==> src/seg_game_pkg.sv <==
package seg_game_pkg;

    localparam int TICK_CYCLES  = 8;
    localparam int INIT_TICKS   = 3;
    localparam int FALL_TICKS   = 2;
    localparam int DEBOUNCE_LEN = 4;
    localparam int FIFO_DEPTH   = 4;

    localparam int TICK_CNT_W = $clog2(TICK_CYCLES);
    localparam int TICKS_W    = $clog2((INIT_TICKS > FALL_TICKS ? INIT_TICKS : FALL_TICKS) + 1);
    localparam int FIFO_PTR_W = $clog2(FIFO_DEPTH);
    localparam int FIFO_CNT_W = $clog2(FIFO_DEPTH + 1);

    typedef enum logic [1:0] {
        MV_RIGHT = 2'd0,
        MV_LEFT  = 2'd1,
        MV_UP    = 2'd2,
        MV_DOWN  = 2'd3
    } move_e;

    typedef enum logic [1:0] {
        HD_RIGHT = 2'd0,
        HD_LEFT  = 2'd1,
        HD_UP    = 2'd2,
        HD_DOWN  = 2'd3
    } head_e;

    // Bit index into the segment vector
    typedef enum logic [2:0] {
        SEG_A = 3'd0,
        SEG_B = 3'd1,
        SEG_C = 3'd2,
        SEG_D = 3'd3,
        SEG_E = 3'd4,
        SEG_F = 3'd5,
        SEG_G = 3'd6
    } seg_idx_e;

    typedef enum logic [1:0] {
        ST_INITIAL = 2'd0,
        ST_MOVING  = 2'd1,
        ST_FALLING = 2'd2
    } game_state_e;

    typedef struct packed {
        logic     valid;
        seg_idx_e pos;
        head_e    head;
    } step_t;

    // Cursor step table, keyed on position, heading and button
    function automatic step_t move_step(seg_idx_e cur_pos, head_e cur_head, move_e mv);
        step_t step;
        step = '{1'b0, cur_pos, cur_head};
        case ({cur_pos, cur_head, mv})
            {SEG_A, HD_RIGHT, MV_RIGHT}: step = '{1'b1, SEG_B, HD_DOWN};
            {SEG_A, HD_LEFT,  MV_LEFT}:  step = '{1'b1, SEG_F, HD_DOWN};
            {SEG_B, HD_UP,    MV_LEFT}:  step = '{1'b1, SEG_A, HD_LEFT};
            {SEG_B, HD_DOWN,  MV_RIGHT}: step = '{1'b1, SEG_G, HD_LEFT};
            {SEG_B, HD_DOWN,  MV_UP}:    step = '{1'b1, SEG_C, HD_DOWN};
            {SEG_C, HD_UP,    MV_LEFT}:  step = '{1'b1, SEG_G, HD_LEFT};
            {SEG_C, HD_UP,    MV_UP}:    step = '{1'b1, SEG_B, HD_UP};
            {SEG_C, HD_DOWN,  MV_RIGHT}: step = '{1'b1, SEG_D, HD_DOWN};
            {SEG_D, HD_RIGHT, MV_LEFT}:  step = '{1'b1, SEG_C, HD_UP};
            {SEG_D, HD_LEFT,  MV_RIGHT}: step = '{1'b1, SEG_E, HD_UP};
            {SEG_E, HD_UP,    MV_RIGHT}: step = '{1'b1, SEG_G, HD_RIGHT};
            {SEG_E, HD_UP,    MV_UP}:    step = '{1'b1, SEG_F, HD_UP};
            {SEG_E, HD_DOWN,  MV_LEFT}:  step = '{1'b1, SEG_D, HD_RIGHT};
            {SEG_F, HD_UP,    MV_RIGHT}: step = '{1'b1, SEG_A, HD_RIGHT};
            {SEG_F, HD_DOWN,  MV_LEFT}:  step = '{1'b1, SEG_G, HD_RIGHT};
            {SEG_G, HD_RIGHT, MV_LEFT}:  step = '{1'b1, SEG_B, HD_UP};
            {SEG_G, HD_RIGHT, MV_RIGHT}: step = '{1'b1, SEG_C, HD_DOWN};
            {SEG_G, HD_LEFT,  MV_LEFT}:  step = '{1'b1, SEG_E, HD_DOWN};
            {SEG_G, HD_LEFT,  MV_RIGHT}: step = '{1'b1, SEG_F, HD_UP};
            default:                     step.valid = 1'b0;
        endcase
        return step;
    endfunction

endpackage

==> src/button_conditioner.sv <==
`timescale 1ns/1ps

module button_conditioner (
    input  logic                clk,
    input  logic                rst,
    input  logic                btn_right,
    input  logic                btn_left,
    input  logic                btn_up,
    input  logic                btn_down,
    output logic                wr_cyc,
    output logic                wr_stb,
    output seg_game_pkg::move_e wr_dat,
    input  logic                wr_ack
);
    import seg_game_pkg::*;

    logic [3:0]                   btn;
    logic [3:0][DEBOUNCE_LEN-1:0] shreg;
    logic [3:0]                   level;
    logic [3:0]                   level_q;
    logic [3:0]                   rise;
    logic                         pending;
    move_e                        sel;

    // Index order matches the move codes, right at bit 0
    assign btn = {btn_down, btn_up, btn_left, btn_right};

    // Debounced level once the whole window is high
    always_comb begin
        for (int i = 0; i < 4; i++) begin
            level[i] = &shreg[i];
        end
    end

    assign rise = level & ~level_q;

    always_ff @(posedge clk or posedge rst) begin
        if (rst) begin
            shreg   <= '0;
            level_q <= '0;
        end else begin
            for (int i = 0; i < 4; i++) begin
                shreg[i] <= {shreg[i][DEBOUNCE_LEN-2:0], btn[i]};
            end
            level_q <= level;
        end
    end

    // Lowest index wins, so right beats left, up and down
    always_comb begin
        sel = MV_DOWN;
        for (int i = 3; i >= 0; i--) begin
            if (rise[i]) begin
                sel = move_e'(2'(i));
            end
        end
    end

    // Single pending write, new edges are dropped while it is out
    always_ff @(posedge clk or posedge rst) begin
        if (rst) begin
            pending <= 1'b0;
        end else if (pending) begin
            if (wr_ack) begin
                pending <= 1'b0;
            end
        end else if (|rise) begin
            pending <= 1'b1;
        end
    end

    always_ff @(posedge clk) begin
        if (!pending && |rise) begin
            wr_dat <= sel;
        end
    end

    assign wr_cyc = pending;
    assign wr_stb = pending;

endmodule

==> src/move_fifo.sv <==
`timescale 1ns/1ps

module move_fifo (
    input  logic                clk,
    input  logic                rst,
    input  logic                wr_cyc,
    input  logic                wr_stb,
    input  seg_game_pkg::move_e wr_dat,
    output logic                wr_ack,
    input  logic                rd_cyc,
    input  logic                rd_stb,
    output seg_game_pkg::move_e rd_dat,
    output logic                rd_ack
);
    import seg_game_pkg::*;

    move_e                 mem [FIFO_DEPTH];
    logic [FIFO_PTR_W-1:0] wr_ptr;
    logic [FIFO_PTR_W-1:0] rd_ptr;
    logic [FIFO_CNT_W-1:0] count;
    logic                  full;
    logic                  empty;
    logic                  wr_go;
    logic                  rd_go;

    assign full  = (count == FIFO_CNT_W'(FIFO_DEPTH));
    assign empty = (count == '0);

    // Each request is taken once, the ack cycle itself is not a new request
    assign wr_go = wr_cyc & wr_stb & ~wr_ack & ~full;
    assign rd_go = rd_cyc & rd_stb & ~rd_ack & ~empty;

    always_ff @(posedge clk or posedge rst) begin
        if (rst) begin
            wr_ack <= 1'b0;
            rd_ack <= 1'b0;
            wr_ptr <= '0;
            rd_ptr <= '0;
            count  <= '0;
        end else begin
            wr_ack <= wr_go;
            rd_ack <= rd_go;
            if (wr_go) begin
                wr_ptr <= (wr_ptr == FIFO_PTR_W'(FIFO_DEPTH - 1)) ? '0 : wr_ptr + 1'b1;
            end
            if (rd_go) begin
                rd_ptr <= (rd_ptr == FIFO_PTR_W'(FIFO_DEPTH - 1)) ? '0 : rd_ptr + 1'b1;
            end
            count <= count + FIFO_CNT_W'(wr_go) - FIFO_CNT_W'(rd_go);
        end
    end

    // Storage and read data
    always_ff @(posedge clk) begin
        if (wr_go) begin
            mem[wr_ptr] <= wr_dat;
        end
        if (rd_go) begin
            rd_dat <= mem[rd_ptr];
        end
    end

endmodule

==> src/seg_game_top.sv <==
`timescale 1ns/1ps

module seg_game_top (
    input  logic                      clk,
    input  logic                      rst,
    input  logic                      btn_right,
    input  logic                      btn_left,
    input  logic                      btn_up,
    input  logic                      btn_down,
    output logic [6:0]                seg,
    output seg_game_pkg::seg_idx_e    pos,
    output seg_game_pkg::head_e       head,
    output seg_game_pkg::game_state_e game_state
);
    import seg_game_pkg::*;

    logic  wr_cyc;
    logic  wr_stb;
    move_e wr_dat;
    logic  wr_ack;
    logic  rd_cyc;
    logic  rd_stb;
    move_e rd_dat;
    logic  rd_ack;

    button_conditioner u_cond (
        .clk       (clk),
        .rst       (rst),
        .btn_right (btn_right),
        .btn_left  (btn_left),
        .btn_up    (btn_up),
        .btn_down  (btn_down),
        .wr_cyc    (wr_cyc),
        .wr_stb    (wr_stb),
        .wr_dat    (wr_dat),
        .wr_ack    (wr_ack)
    );

    move_fifo u_fifo (
        .clk    (clk),
        .rst    (rst),
        .wr_cyc (wr_cyc),
        .wr_stb (wr_stb),
        .wr_dat (wr_dat),
        .wr_ack (wr_ack),
        .rd_cyc (rd_cyc),
        .rd_stb (rd_stb),
        .rd_dat (rd_dat),
        .rd_ack (rd_ack)
    );

    segment_walker u_walker (
        .clk        (clk),
        .rst        (rst),
        .rd_cyc     (rd_cyc),
        .rd_stb     (rd_stb),
        .rd_dat     (rd_dat),
        .rd_ack     (rd_ack),
        .seg        (seg),
        .pos        (pos),
        .head       (head),
        .game_state (game_state)
    );

endmodule

==> src/segment_walker.sv <==
`timescale 1ns/1ps

module segment_walker (
    input  logic                      clk,
    input  logic                      rst,
    output logic                      rd_cyc,
    output logic                      rd_stb,
    input  seg_game_pkg::move_e       rd_dat,
    input  logic                      rd_ack,
    output logic [6:0]                seg,
    output seg_game_pkg::seg_idx_e    pos,
    output seg_game_pkg::head_e       head,
    output seg_game_pkg::game_state_e game_state
);
    import seg_game_pkg::*;

    logic [TICK_CNT_W-1:0] tick_cnt;
    logic                  tick;
    logic [TICKS_W-1:0]    ticks;
    logic [6:0]            record;
    logic [6:0]            record_step;
    logic                  blink;
    logic                  rd_req;
    logic                  in_play;
    logic                  fall_on;
    logic                  init_done;
    logic                  fall_done;
    step_t                 step;

    assign tick    = (tick_cnt == TICK_CNT_W'(TICK_CYCLES - 1));
    assign in_play = (game_state == ST_MOVING) || (game_state == ST_FALLING);

    // Fall timer runs once every segment has been visited
    assign fall_on   = (game_state == ST_FALLING) && (record == '0);
    assign init_done = (game_state == ST_INITIAL) && tick
                       && (ticks == TICKS_W'(INIT_TICKS - 1));
    assign fall_done = fall_on && tick && (ticks == TICKS_W'(FALL_TICKS - 1));

    assign step        = move_step(pos, head, rd_dat);
    assign record_step = record & ~(7'b1 << step.pos);

    always_ff @(posedge clk or posedge rst) begin
        if (rst) begin
            game_state <= ST_INITIAL;
            pos        <= SEG_G;
            head       <= HD_LEFT;
            record     <= '1;
            tick_cnt   <= '0;
            ticks      <= '0;
            blink      <= 1'b1;
            rd_req     <= 1'b0;
        end else begin
            tick_cnt <= tick ? '0 : tick_cnt + 1'b1;
            if (tick) begin
                blink <= ~blink;
            end
            if (tick && (game_state == ST_INITIAL || fall_on)) begin
                ticks <= ticks + 1'b1;
            end

            // Request held until acked and idle while the fall timer runs
            rd_req <= in_play && !fall_on && !rd_ack;

            case (game_state)
                ST_INITIAL: begin
                    if (init_done) begin
                        game_state <= ST_MOVING;
                    end
                end
                ST_MOVING: begin
                    // Only down starts the walk
                    if (rd_ack && rd_dat == MV_DOWN) begin
                        game_state     <= ST_FALLING;
                        record[SEG_G]  <= 1'b0;
                    end
                end
                ST_FALLING: begin
                    if (fall_done) begin
                        game_state <= ST_INITIAL;
                        pos        <= SEG_G;
                        head       <= HD_LEFT;
                        record     <= '1;
                        tick_cnt   <= '0;
                        ticks      <= '0;
                    end else if (rd_ack && step.valid) begin
                        pos    <= step.pos;
                        head   <= step.head;
                        record <= record_step;
                        // Fall timer starts when the last segment clears
                        if (record_step == '0) begin
                            tick_cnt <= '0;
                            ticks    <= '0;
                        end
                    end
                end
                default: begin
                    game_state <= ST_INITIAL;
                end
            endcase
        end
    end

    assign rd_cyc = rd_req;
    assign rd_stb = rd_req;

    // Cursor segment blinks over the visit record
    always_comb begin
        seg        = '0;
        seg[SEG_G] = 1'b1;
        if (game_state == ST_FALLING) begin
            seg      = record;
            seg[pos] = blink;
        end
    end

endmodule

==> config.mk <==
export PLATFORM = sky130hd
export DESIGN_NAME = seg_game_top
export DESIGN_NICKNAME = d
export VERILOG_FILES = /design/src/seg_game_pkg.sv /design/src/button_conditioner.sv /design/src/move_fifo.sv /design/src/seg_game_top.sv /design/src/segment_walker.sv
export SDC_FILE = /design/constraint.sdc
export NUM_CORES = 1
export LEC_CHECK = 0
export ABC_AREA = 1
export ABC_CLOCK_PERIOD_IN_PS = 2310
export BUFFER_PORTS_ARGS = -buffer_cell sky130_fd_sc_hd__buf_4
export CORE_ASPECT_RATIO = 1.75
export CORE_MARGIN = 2
export CORE_UTILIZATION = 35
export CTS_BUF_LIST = sky130_fd_sc_hd__clkbuf_4 sky130_fd_sc_hd__clkbuf_8
export CTS_CLUSTER_DIAMETER = 40
export DETAILED_ROUTE_END_ITERATION = 16
export PLACE_DENSITY = 0.63
export SLEW_MARGIN = 25
export SYNTH_ARGS = -nofsm -noshare
export SYNTH_HDL_FRONTEND = slang
export SYNTH_SLANG_ARGS = --single-unit
==> constraint.sdc <==
create_clock -name clk -period 2.31 [get_ports clk]
set_clock_uncertainty 0.15 [all_clocks]
set_input_delay 0.462 -clock clk [delete_from_list [all_inputs] [get_ports clk]]
set_output_delay 0.462 -clock clk [all_outputs]
set_load 0.05 [all_outputs]
======== Word-level counts from Yosys, hierarchy flattened ========
Memories as Yosys holds them, arrays and structs flattened. A register that Yosys moved wholly into a read port is not among the register bits.
Cells that the tools add are included.
W data, S select, Z words.
word-level totals
  memories ................................ 1
  output and inout port bits .............. 14
  bits in latches ......................... 0
  register bits after elaboration ......... 53
  RAM bits ................................ 8
  logic and storage cells ................. 154
  bits in read-only memories .............. 0
memory list
  name        depth  width  read ports  clocked after memory_dff  wr ports  line             source
  u_fifo.mem  4      2      1           1                         1         move_fifo.sv:17  move_e mem [FIFO_DEPTH];
operators by class
  equal/unequal tests ..................... 31
  shift-type cells ........................ 1
  div/mod/pow operators ................... 0
  mux-type cells .......................... 37
  $lt $le $gt $ge ......................... 2
  bitwise gates (word level) .............. 13
  $add $sub $neg .......................... 6
  reductions and logical operators ........ 41
  $mul .................................... 0
operator list
  operator               count
  $pmux W5 S14           1
  $eq A7 B7 Y1 const B   9
  $eq A7 B6 Y1 const B   5
  $mux W2                12
  $eq A7 B5 Y1 const B   3
  $logic_not A7 Y1       3
  $mux W3                7
  $mux W7                3
  $reduce_or A19 Y1      1
  $reduce_and A4 Y1      4
  $reduce_bool A15 Y1    1
  $logic_and A1 B1 Y1    12
  $reduce_or A2 Y1       6
  $eq A2 B2 Y1 const B   5
  $mux W1                10
  $reduce_and A3 Y1      3
  $and A7 B7 Y7          1
  $bwmux W7              1
  $eq A7 B3 Y1 const B   1
  $not A7 Y7             1
  $shl A1 B3 Y7 const A  1
  $add A2 B1 Y2 const B  3
  $eq A3 B3 Y1 const B   2
  $pmux W2 S3            1
  22 further kinds       35

======== Logic depth before layout (Yosys ltp) ========
Gate-level depths: netlist (run 1).
  word-level depth ........................ 11
  depth in mapped cells ................... 17
  depth with buffers taken out ............ 17

======== By module ========
A second synthesis (run 1) with hierarchy kept.
unflattened totals
  cell total of the unflattened synthesis .. 418
  area, all modules ....................... 3661.0 µm²
by module, submodules not included
  module              instances  cells each  seq. area each (µm²)  area an instance (µm²)
  segment_walker      1          270         539.3                 2001.9
  move_fifo           1          91          525.5                 918.4
  button_conditioner  1          57          585.6                 740.7

======== Worst setup path before layout (run 1) ========
Ideal clock, no wire load.
  path type ............................... register -> output
  start ................................... reg u_walker.game_state[1]
  end ..................................... out seg[2]
  setup slack ............................. -253 ps
  cell stages (with the launch flop) ...... 5
  path buffers ............................ 0
  arrival time ............................ 1951 ps
  path through ............................ dfrtp_1 -> inv_1 -> nor2_1 -> inv_1 -> a21oi_1
on the way
  longest elaborated chain between the ends .. 2
RTL lines
  item                      line                   source
  start: declaration        segment_walker.sv:13   output seg_game_pkg::game_state_e game_state
  start signal: assignment  segment_walker.sv:44   game_state <= ST_INITIAL;
  start signal: assignment  segment_walker.sv:67   game_state <= ST_MOVING;
  start signal: assignment  segment_walker.sv:73   game_state <= ST_FALLING;
  $eq A2 B2 Y1              segment_walker.sv:110  if (game_state == ST_FALLING) begin
  $mux W7                   segment_walker.sv:110
  end: declaration          seg_game_top.sv:10     output logic [6:0] seg,
No other way between the ends.

======== Worst setup path in the final report (run 1) ========
  start ................................... reg u_walker.pos[2]
  end ..................................... reg u_walker.ticks[0]
on the way
  longest elaborated chain between the ends .. 11
  elaborated cells between the ends (all ways) .. 36
RTL lines
  item                                  line                  source
  start: declaration                    segment_walker.sv:11  output seg_game_pkg::seg_idx_e pos,
  start signal: assignment              segment_walker.sv:86  pos <= step.pos;
  $eq A7 B7 Y1 (tied with other cells)  seg_game_pkg.sv:55    case ({cur_pos, cur_head, mv})
  $reduce_or A2 Y1 (no source line)     --
  $pmux W5 S14                          seg_game_pkg.sv:55
  $shl A1 B3 Y7                         segment_walker.sv:40  assign record_step = record & ~(7'b1 << step.pos);
  $not A7 Y7                            segment_walker.sv:40
  $and A7 B7 Y7                         segment_walker.sv:40
  $logic_not A7 Y1                      segment_walker.sv:90  if (record_step == '0) begin
  $mux W2                               segment_walker.sv:90
  $mux W2 (*)                           segment_walker.sv:85  end else if (rd_ack && step.valid) begin
  $mux W2 (*)                           segment_walker.sv:78  if (fall_done) begin
  $mux W2 (*)                           segment_walker.sv:64  case (game_state)
  end signal: assignment                segment_walker.sv:58  ticks <= ticks + 1'b1;
  end: declaration                      segment_walker.sv:19  logic [TICKS_W-1:0] ticks;
Every way passes the cells marked *; elsewhere a longest branch is shown, timed or not.
A chain may end at the register's enable or synchronous reset.

==> impl_metrics.tcl, run 1 <==
set metrics [dict create \
    worst_r2r_path_depth 17 \
    outcome "complete, but fails checks" \
    clk_pin_slew_ns 0.07 \
    max-cap-violations 0 \
    coreArea_um2 8730 \
    synth_edf_count 12 \
    failed_checks "negative setup slack" \
    synthCells 378 \
    r2r-start "u_walker.pos[2]" \
    power.density_nw_per_um2 949 \
    yosys.area.top_type_share_pct 31.8 \
    critPathBufInv 3 \
    cp_top_family "simple AND/OR/NAND/NOR gates" \
    slowest_stage "dfstp_4" \
    start_util_pct 36.1 \
    ff2ff_setup_slack_ns -0.21 \
    place.gp.congestion 1.12 \
    cts_tree "yes" \
    setup_ws_ns -0.209 \
    track_usage_pct 18.3 \
    die_w_um 75.7 \
    reg2reg_to "u_walker.ticks[0]" \
    clock_sinks 63 \
    ys_warn_count 0 \
    wirelength_mm 8.41 \
    drive_above_1_share_pct 43.6 \
    hold_viol 0 \
    ys_seq_elements 63 \
    area_delta_synth_final_pct 47.3 \
    first_pass_iters 4 \
    worstHoldPathType "input pin to asynchronous set/reset pin" \
    synth_most_common_cell "nand2_1" \
    min_period_over_period_pct 109 \
    tightest_slew_ns 0.531 \
    grt_max_degree 30 \
    drc 0 \
    io_buffers 19 \
    syn_area_um2 3150 \
    synth.area.top_cells "dfrtp_1 32%, edfxtp_1 11%, nand2_1 11%" \
    total_power_mw 4.40 \
    rsz0062_at_grt "yes" \
    synthFlopType "dfrtp_1" \
    cp.arrival_ns 2.59 \
    clk_latency_ns 0.33 \
    cpMostUsedCell "nand2_2" \
    grt_pass1_wl_mm 13.2 \
    row_count 45 \
    relSlewSlack_pct 64.6 \
    grt-ovfl-total 0 \
    finalCriticalPeriod_ns 2.52 \
    nNetsFinal 501 \
    synthArstFlopShare_pct 81.0 \
    via_per_inst 4.79 \
    dr_total_vias 2897 \
    dieArea_um2 9800 \
    io-pin-count 20 \
    cp_cell_sequence "inv_6 > buf_6 > nor2_4 > nand2_2 > nand3_4 > nor2_4 > buf_4 > nand3_4 > nand2_2 > nand2_4 > nand3_2 > nand2_2 > nand2_2 > nor2_2 > nand2_1 > nand2_2 > nor2_1" \
    synth_top_area_cell "dfrtp_1" \
    critPathLaunchType "register" \
    synth_common_cells "91 x nand2_1, 60 x nor2_1, 45 x inv_1, 40 x dfrtp_1, 37 x nand3_1" \
    first_global_vias 2958 \
    antenna_cells 0 \
    wl_per_cell_um 13.9 \
    crit_path_max_incr_delay_ns 0.69 \
    setup_viol 19 \
    synth_fp_nets 396 \
    drtIter0Drc 93 \
    pre_cts_slack_ns -0.238 \
    synth.avg_cell_area_um2 8.33 \
    die_h_um 129 \
    final-max-slew-violation-count 0 \
    ys_seq_area_share_pct 52.4 \
    cts-buffers-inserted 9 \
    cts_max_level 3 \
    cp_max_fo 7 \
    setup.worst_path.class "register to register" \
    hpwl_mm 6.10 \
    leakagePower_nw 2.28 \
    postRouteAntennaNets 0 \
    timing.fmax_mhz 397 \
    antenna_found_initial 0 \
    endpoint_kind "register" \
    clockBufferDepth 2 \
    vdd_drop_max_v 0.000651 \
    synth_cell_types 31 \
    cp_data_required_time_ns 2.38 \
    crit_start "u_walker.pos[2]" \
    cts_root_buf "clkbuf_8" \
]
## through the flow
step	hold WS, ns	util, %	TNS (ns)	cell area (um2)	instances
2_1_floorplan	0.204	-	-0.760	3190	378
3_3_place_gp	0.206	44.1	-1.86	3850	561
3_5_place_dp	0.214	44.1	-2.06	3850	561
4_1_cts	0.0191	49.7	-1.80	4340	596
5_1_grt	0.0496	53.1	-4.84	4640	605
6_report	0.0220	53.1	-2.36	4640	605
## report_power, final
| part | internal [mW] | switching [mW] | leakage [nW] |
|---|---|---|---|
| sequential | 1.41 | 0.221 | 0.711 |
| clock | 0.488 | 0.408 | 0.0921 |
| combinational | 0.746 | 1.13 | 1.47 |
| total | 2.65 | 1.76 | 2.28 |
## per-layer routing
metal	up-vias	part of all wire, %	global-route usage, %
li1	1437	-	-
met5	-	0	0
met4	0	6.5	13.1
met2	78	55	32.6
met3	42	4.0	3.73
met1	1340	34	17.8
## timing repair
item | 4_1_cts | 5_1_grt
resized for setup | 44 | 63
pin swaps | 20 | 28
hold buffers | 0 | 0
hold endpoints to repair | 0 | 0
setup buffers | 19 | 9
setup endpoints to repair | 24 | 23
## cells by family (layout without fill, tap and decap cells)
logic type	Yosys count	after routing	share of synthesized area (%)
simple gates	214	214	29.4
flops	63	63	52.4
buf+inv	50	160	6.00
compound gates	35	35	6.08
fa+ha+maj	12	12	5.01
xor+xnor	4	4	1.11
## cells in the final DEF, fill, tap and decap left out, types with 3 or more instances in the layout
master and n:
clkbuf_8 9, inv_2 4, nor2_4 10, nand4_1 3, nand2_4 6, buf_4 84
nor2_1 42, nand2_2 23, dfstp_2 9, nand3_4 4, o21ai_1 4, ha_1 11
nand2_1 63, clkinv_1 3, nand3_2 17, nor4_1 3, nor3_1 6, a21oi_2 3
dfrtp_1 38, or2_2 3, o21ai_0 17, nor2_2 12, nand3_1 18, buf_6 11
inv_1 41, a21oi_1 4, edfxtp_1 12
## registers in the layout (all words and copies together), names as in the netlist, 3 cells and up
| name | cells |
|---|---|
| u_cond.shreg | 16 |
| u_fifo.mem | 8 |
| u_walker.record | 7 |
| u_cond.level_q | 4 |
| u_fifo.count | 3 |
| u_walker.pos | 3 |
| u_walker.tick_cnt | 3 |
## how the worst max path moves through the flow
| stage | endpoint | slack, ns | cells after the start |
|---|---|---|---|
| 2_1_floorplan | seg[2] | -0.25 | 4 |
| 3_3_place_gp | u_walker.ticks[1] | -0.25 | 17 |
| 3_5_place_dp | u_walker.ticks[0] | -0.24 | 17 |
| 4_1_cts | u_walker.ticks[0] | -0.15 | 16 |
| 5_1_grt | u_walker.ticks[1] | -0.37 | 17 |
| 6_report | u_walker.ticks[0] | -0.21 | 17 |
## cell type report
cell class | count | area, um2
Clock buffer | 9 | 124
Clock inverter | 7 | 62.6
Fill cell | 794 | 4090
Inverter | 48 | 195
Multi-Input combinational cell | 265 | 1680
Sequential cell | 63 | 1660
Tap cell | 117 | 146
Timing Repair Buffer | 96 | 774
Note: power is estimated with default switching activity, not from simulation.
==> inputs of run 2 (changes only) <==
--- a/config.mk
+++ b/config.mk
@@ -6,7 +6,7 @@
 export NUM_CORES = 1
 export LEC_CHECK = 0
 export ABC_AREA = 1
-export ABC_CLOCK_PERIOD_IN_PS = 2310
+export ABC_CLOCK_PERIOD_IN_PS = 3000
 export BUFFER_PORTS_ARGS = -buffer_cell sky130_fd_sc_hd__buf_4
 export CORE_ASPECT_RATIO = 1.75
 export CORE_MARGIN = 2
@@ -14,7 +14,7 @@
 export CTS_BUF_LIST = sky130_fd_sc_hd__clkbuf_4 sky130_fd_sc_hd__clkbuf_8
 export CTS_CLUSTER_DIAMETER = 40
 export DETAILED_ROUTE_END_ITERATION = 16
-export PLACE_DENSITY = 0.63
+export PLACE_DENSITY = 0.61
 export SLEW_MARGIN = 25
 export SYNTH_ARGS = -nofsm -noshare
 export SYNTH_HDL_FRONTEND = slang
==> constraint.sdc (replaced) <==
create_clock -name clk -period 3 [get_ports clk]
set_clock_uncertainty 0.15 [all_clocks]
set_input_delay 0.6 -clock clk [delete_from_list [all_inputs] [get_ports clk]]
set_output_delay 0.6 -clock clk [all_outputs]
set_load 0.05 [all_outputs]
==> run 2 against run 1 <==
Against the previous run: the flow now finishes without violations; routed wire length down 17%; global-route usage down 2.4 points; sequential power down 24%; sequential share of layout area up 8.8 points; highest routed layer unchanged; critical endpoint unchanged; fmax down 3.5%; design area down 20%.
==> impl_metrics.tcl, run 2 (synthesis results as in run 1) <==
set metrics [dict create \
    grt-ovfl-total 0 \
    drc 0 \
    cp_cell_sequence "inv_2 > nor2_1 > nand2_1 > nand2_1 > nor2_1 > nand3_2 > nand2_1 > nor2_1 > nand2_1 > nor2_1 > nand2_1 > nand2_2 > nor2_1" \
    tightest_slew_ns 0.782 \
    worstHoldPathType "input pin to register" \
    io-pin-count 20 \
    place.gp.congestion 1.01 \
    die_w_um 75.7 \
    switching_share_pct 36.7 \
    cts-buffers-inserted 9 \
    min_period_over_period_pct 87.0 \
    grt_pass1_wl_mm 11.4 \
    combPwrFrac_pct 33.2 \
    first_global_vias 2561 \
    cp.arrival_ns 2.68 \
    critPathBufInv 1 \
    total_power_mw 3.07 \
    cts_tree "yes" \
    outcome "finished, final reports clean" \
    tns_ns 0 \
    post_cts_buffers 0 \
    die_h_um 129 \
    antenna_found_initial 0 \
    p_int_mw 1.94 \
    clockBufferDepth 2 \
    largest_register "u_cond.shreg" \
    timing.fmax_mhz 383 \
    final-max-slew-violation-count 0 \
    hold_depth 1 \
    wirelength_mm 6.95 \
    hpwl_mm 5.34 \
    clk_pin_slew_ns 0.07 \
    cts_max_level 3 \
    setup.worst_path.class "register to register" \
    drive_above_1_share_pct 16.5 \
    track_usage_pct 15.9 \
    cp_max_fo 10 \
    seqPwrFrac_pct 40.4 \
    finalHoldWorstSlack_ns 0.216 \
    grt_max_degree 48 \
    endpoint_kind "register" \
    first_pass_iters 4 \
    dr_total_vias 2597 \
    row_count 45 \
    dpl_cell_area_um2 3470 \
    cp_top_family "simple AND/OR/NAND/NOR gates" \
    vdd_drop_max_v 0.000383 \
    clock_sinks 63 \
    cp_data_required_time_ns 3.07 \
    power.density_nw_per_um2 829 \
    clockPowerShare_pct 26.4 \
    setup_viol 0 \
    cts_hold_buf 0 \
    most-common-layout-cells "91 x nand2_1, 60 x nor2_1, 44 x inv_1, 40 x dfrtp_1, 37 x nand3_1" \
    worst_r2r_path_depth 13 \
    hold_viol 0 \
    start_util_pct 36.1 \
    slowest_stage "dfstp_2" \
    max-cap-violations 0 \
    crit_path_max_incr_delay_ns 0.61 \
    nNetsFinal 430 \
    critPathLaunchType "register" \
    largest_reg_flops 16 \
    path_depth 13 \
    finalCriticalPeriod_ns 2.61 \
    via_per_inst 4.86 \
    io_buffers 19 \
    fin_area_um2 3700 \
    p_sw_mw 1.12 \
    relSlewSlack_pct 47.8 \
    post_cts_resized 0 \
    area_delta_synth_final_pct 17.4 \
    clk_latency_ns 0.34 \
    top_regs "u_cond.shreg (16), u_fifo.mem (8), u_walker.record (7)" \
    cts_root_buf "clkbuf_8" \
    rsz0062_at_grt "no" \
    final_common_cell "nand2_1" \
    postRouteAntennaNets 0 \
    coreArea_um2 8730 \
    leakagePower_nw 1.87 \
    antenna_cells 0 \
    dieArea_um2 9800 \
    drtIter0Drc 133 \
    wl_per_cell_um 13.0 \
]
[run 2: cell types whose count changed in the layout (fill, tap and decap cells not counted), sizes merged]
cell and delta:
clkinv -1, inv -2, clkbuf +3, clkinvlp -1
buf -71, bufinv +1
[run 2: power groups by stage]
stage	sequential, mW	combinational [mW]	clock, mW
after floorplan	1.27	0.713	0
after global placement	1.25	0.997	0
after detailed placement	1.25	1.02	0
after CTS	1.24	1.03	0.839
after global routing	1.26	1.15	0.875
final	1.24	1.02	0.810
[run 2: metal layers]
layer | up-vias | GRT usage, % | part of all wire [%]
met4 | 0 | 11.0 | 4.8
met5 | - | 0 | 0
li1 | 1287 | - | -
met3 | 23 | 3.81 | 3.7
met2 | 73 | 27.3 | 54
met1 | 1214 | 16.2 | 38
[run 2: cell type report]
type                            instances  area (um2)
Fill cell                             895        5030
Sequential cell                        63        1650
Multi-Input combinational cell        265        1310
Timing Repair Buffer                   25         188
Inverter                               48         181
Clock buffer                           12         153
Tap cell                              117         146
Clock inverter                          4        70.1
[run 2: worst paths after layout]
path                                     endpoint        startpoint  slack, ns
max in group asynchronous          u_walker.blink               rst       1.82
worst min register to register   u_cond.shreg[15]  u_cond.shreg[14]       0.22
worst max-delay path            u_walker.ticks[0]   u_walker.pos[2]       0.39
worst min-delay path             u_cond.shreg[12]          btn_down       0.22
min in group asynchronous        u_cond.shreg[12]               rst       0.24
worst max register to register  u_walker.ticks[0]   u_walker.pos[2]       0.39
[run 2: stage by stage]
stage | worst slack [ns] | utilization, % | std cells
after floorplan | 0.299 | - | 378
final | 0.391 | 42.4 | 534
after global placement | 0.383 | 39.8 | 518
after detailed placement | 0.421 | 39.8 | 518
after global routing | 0.147 | 42.4 | 534
after CTS | 0.402 | 42.4 | 534
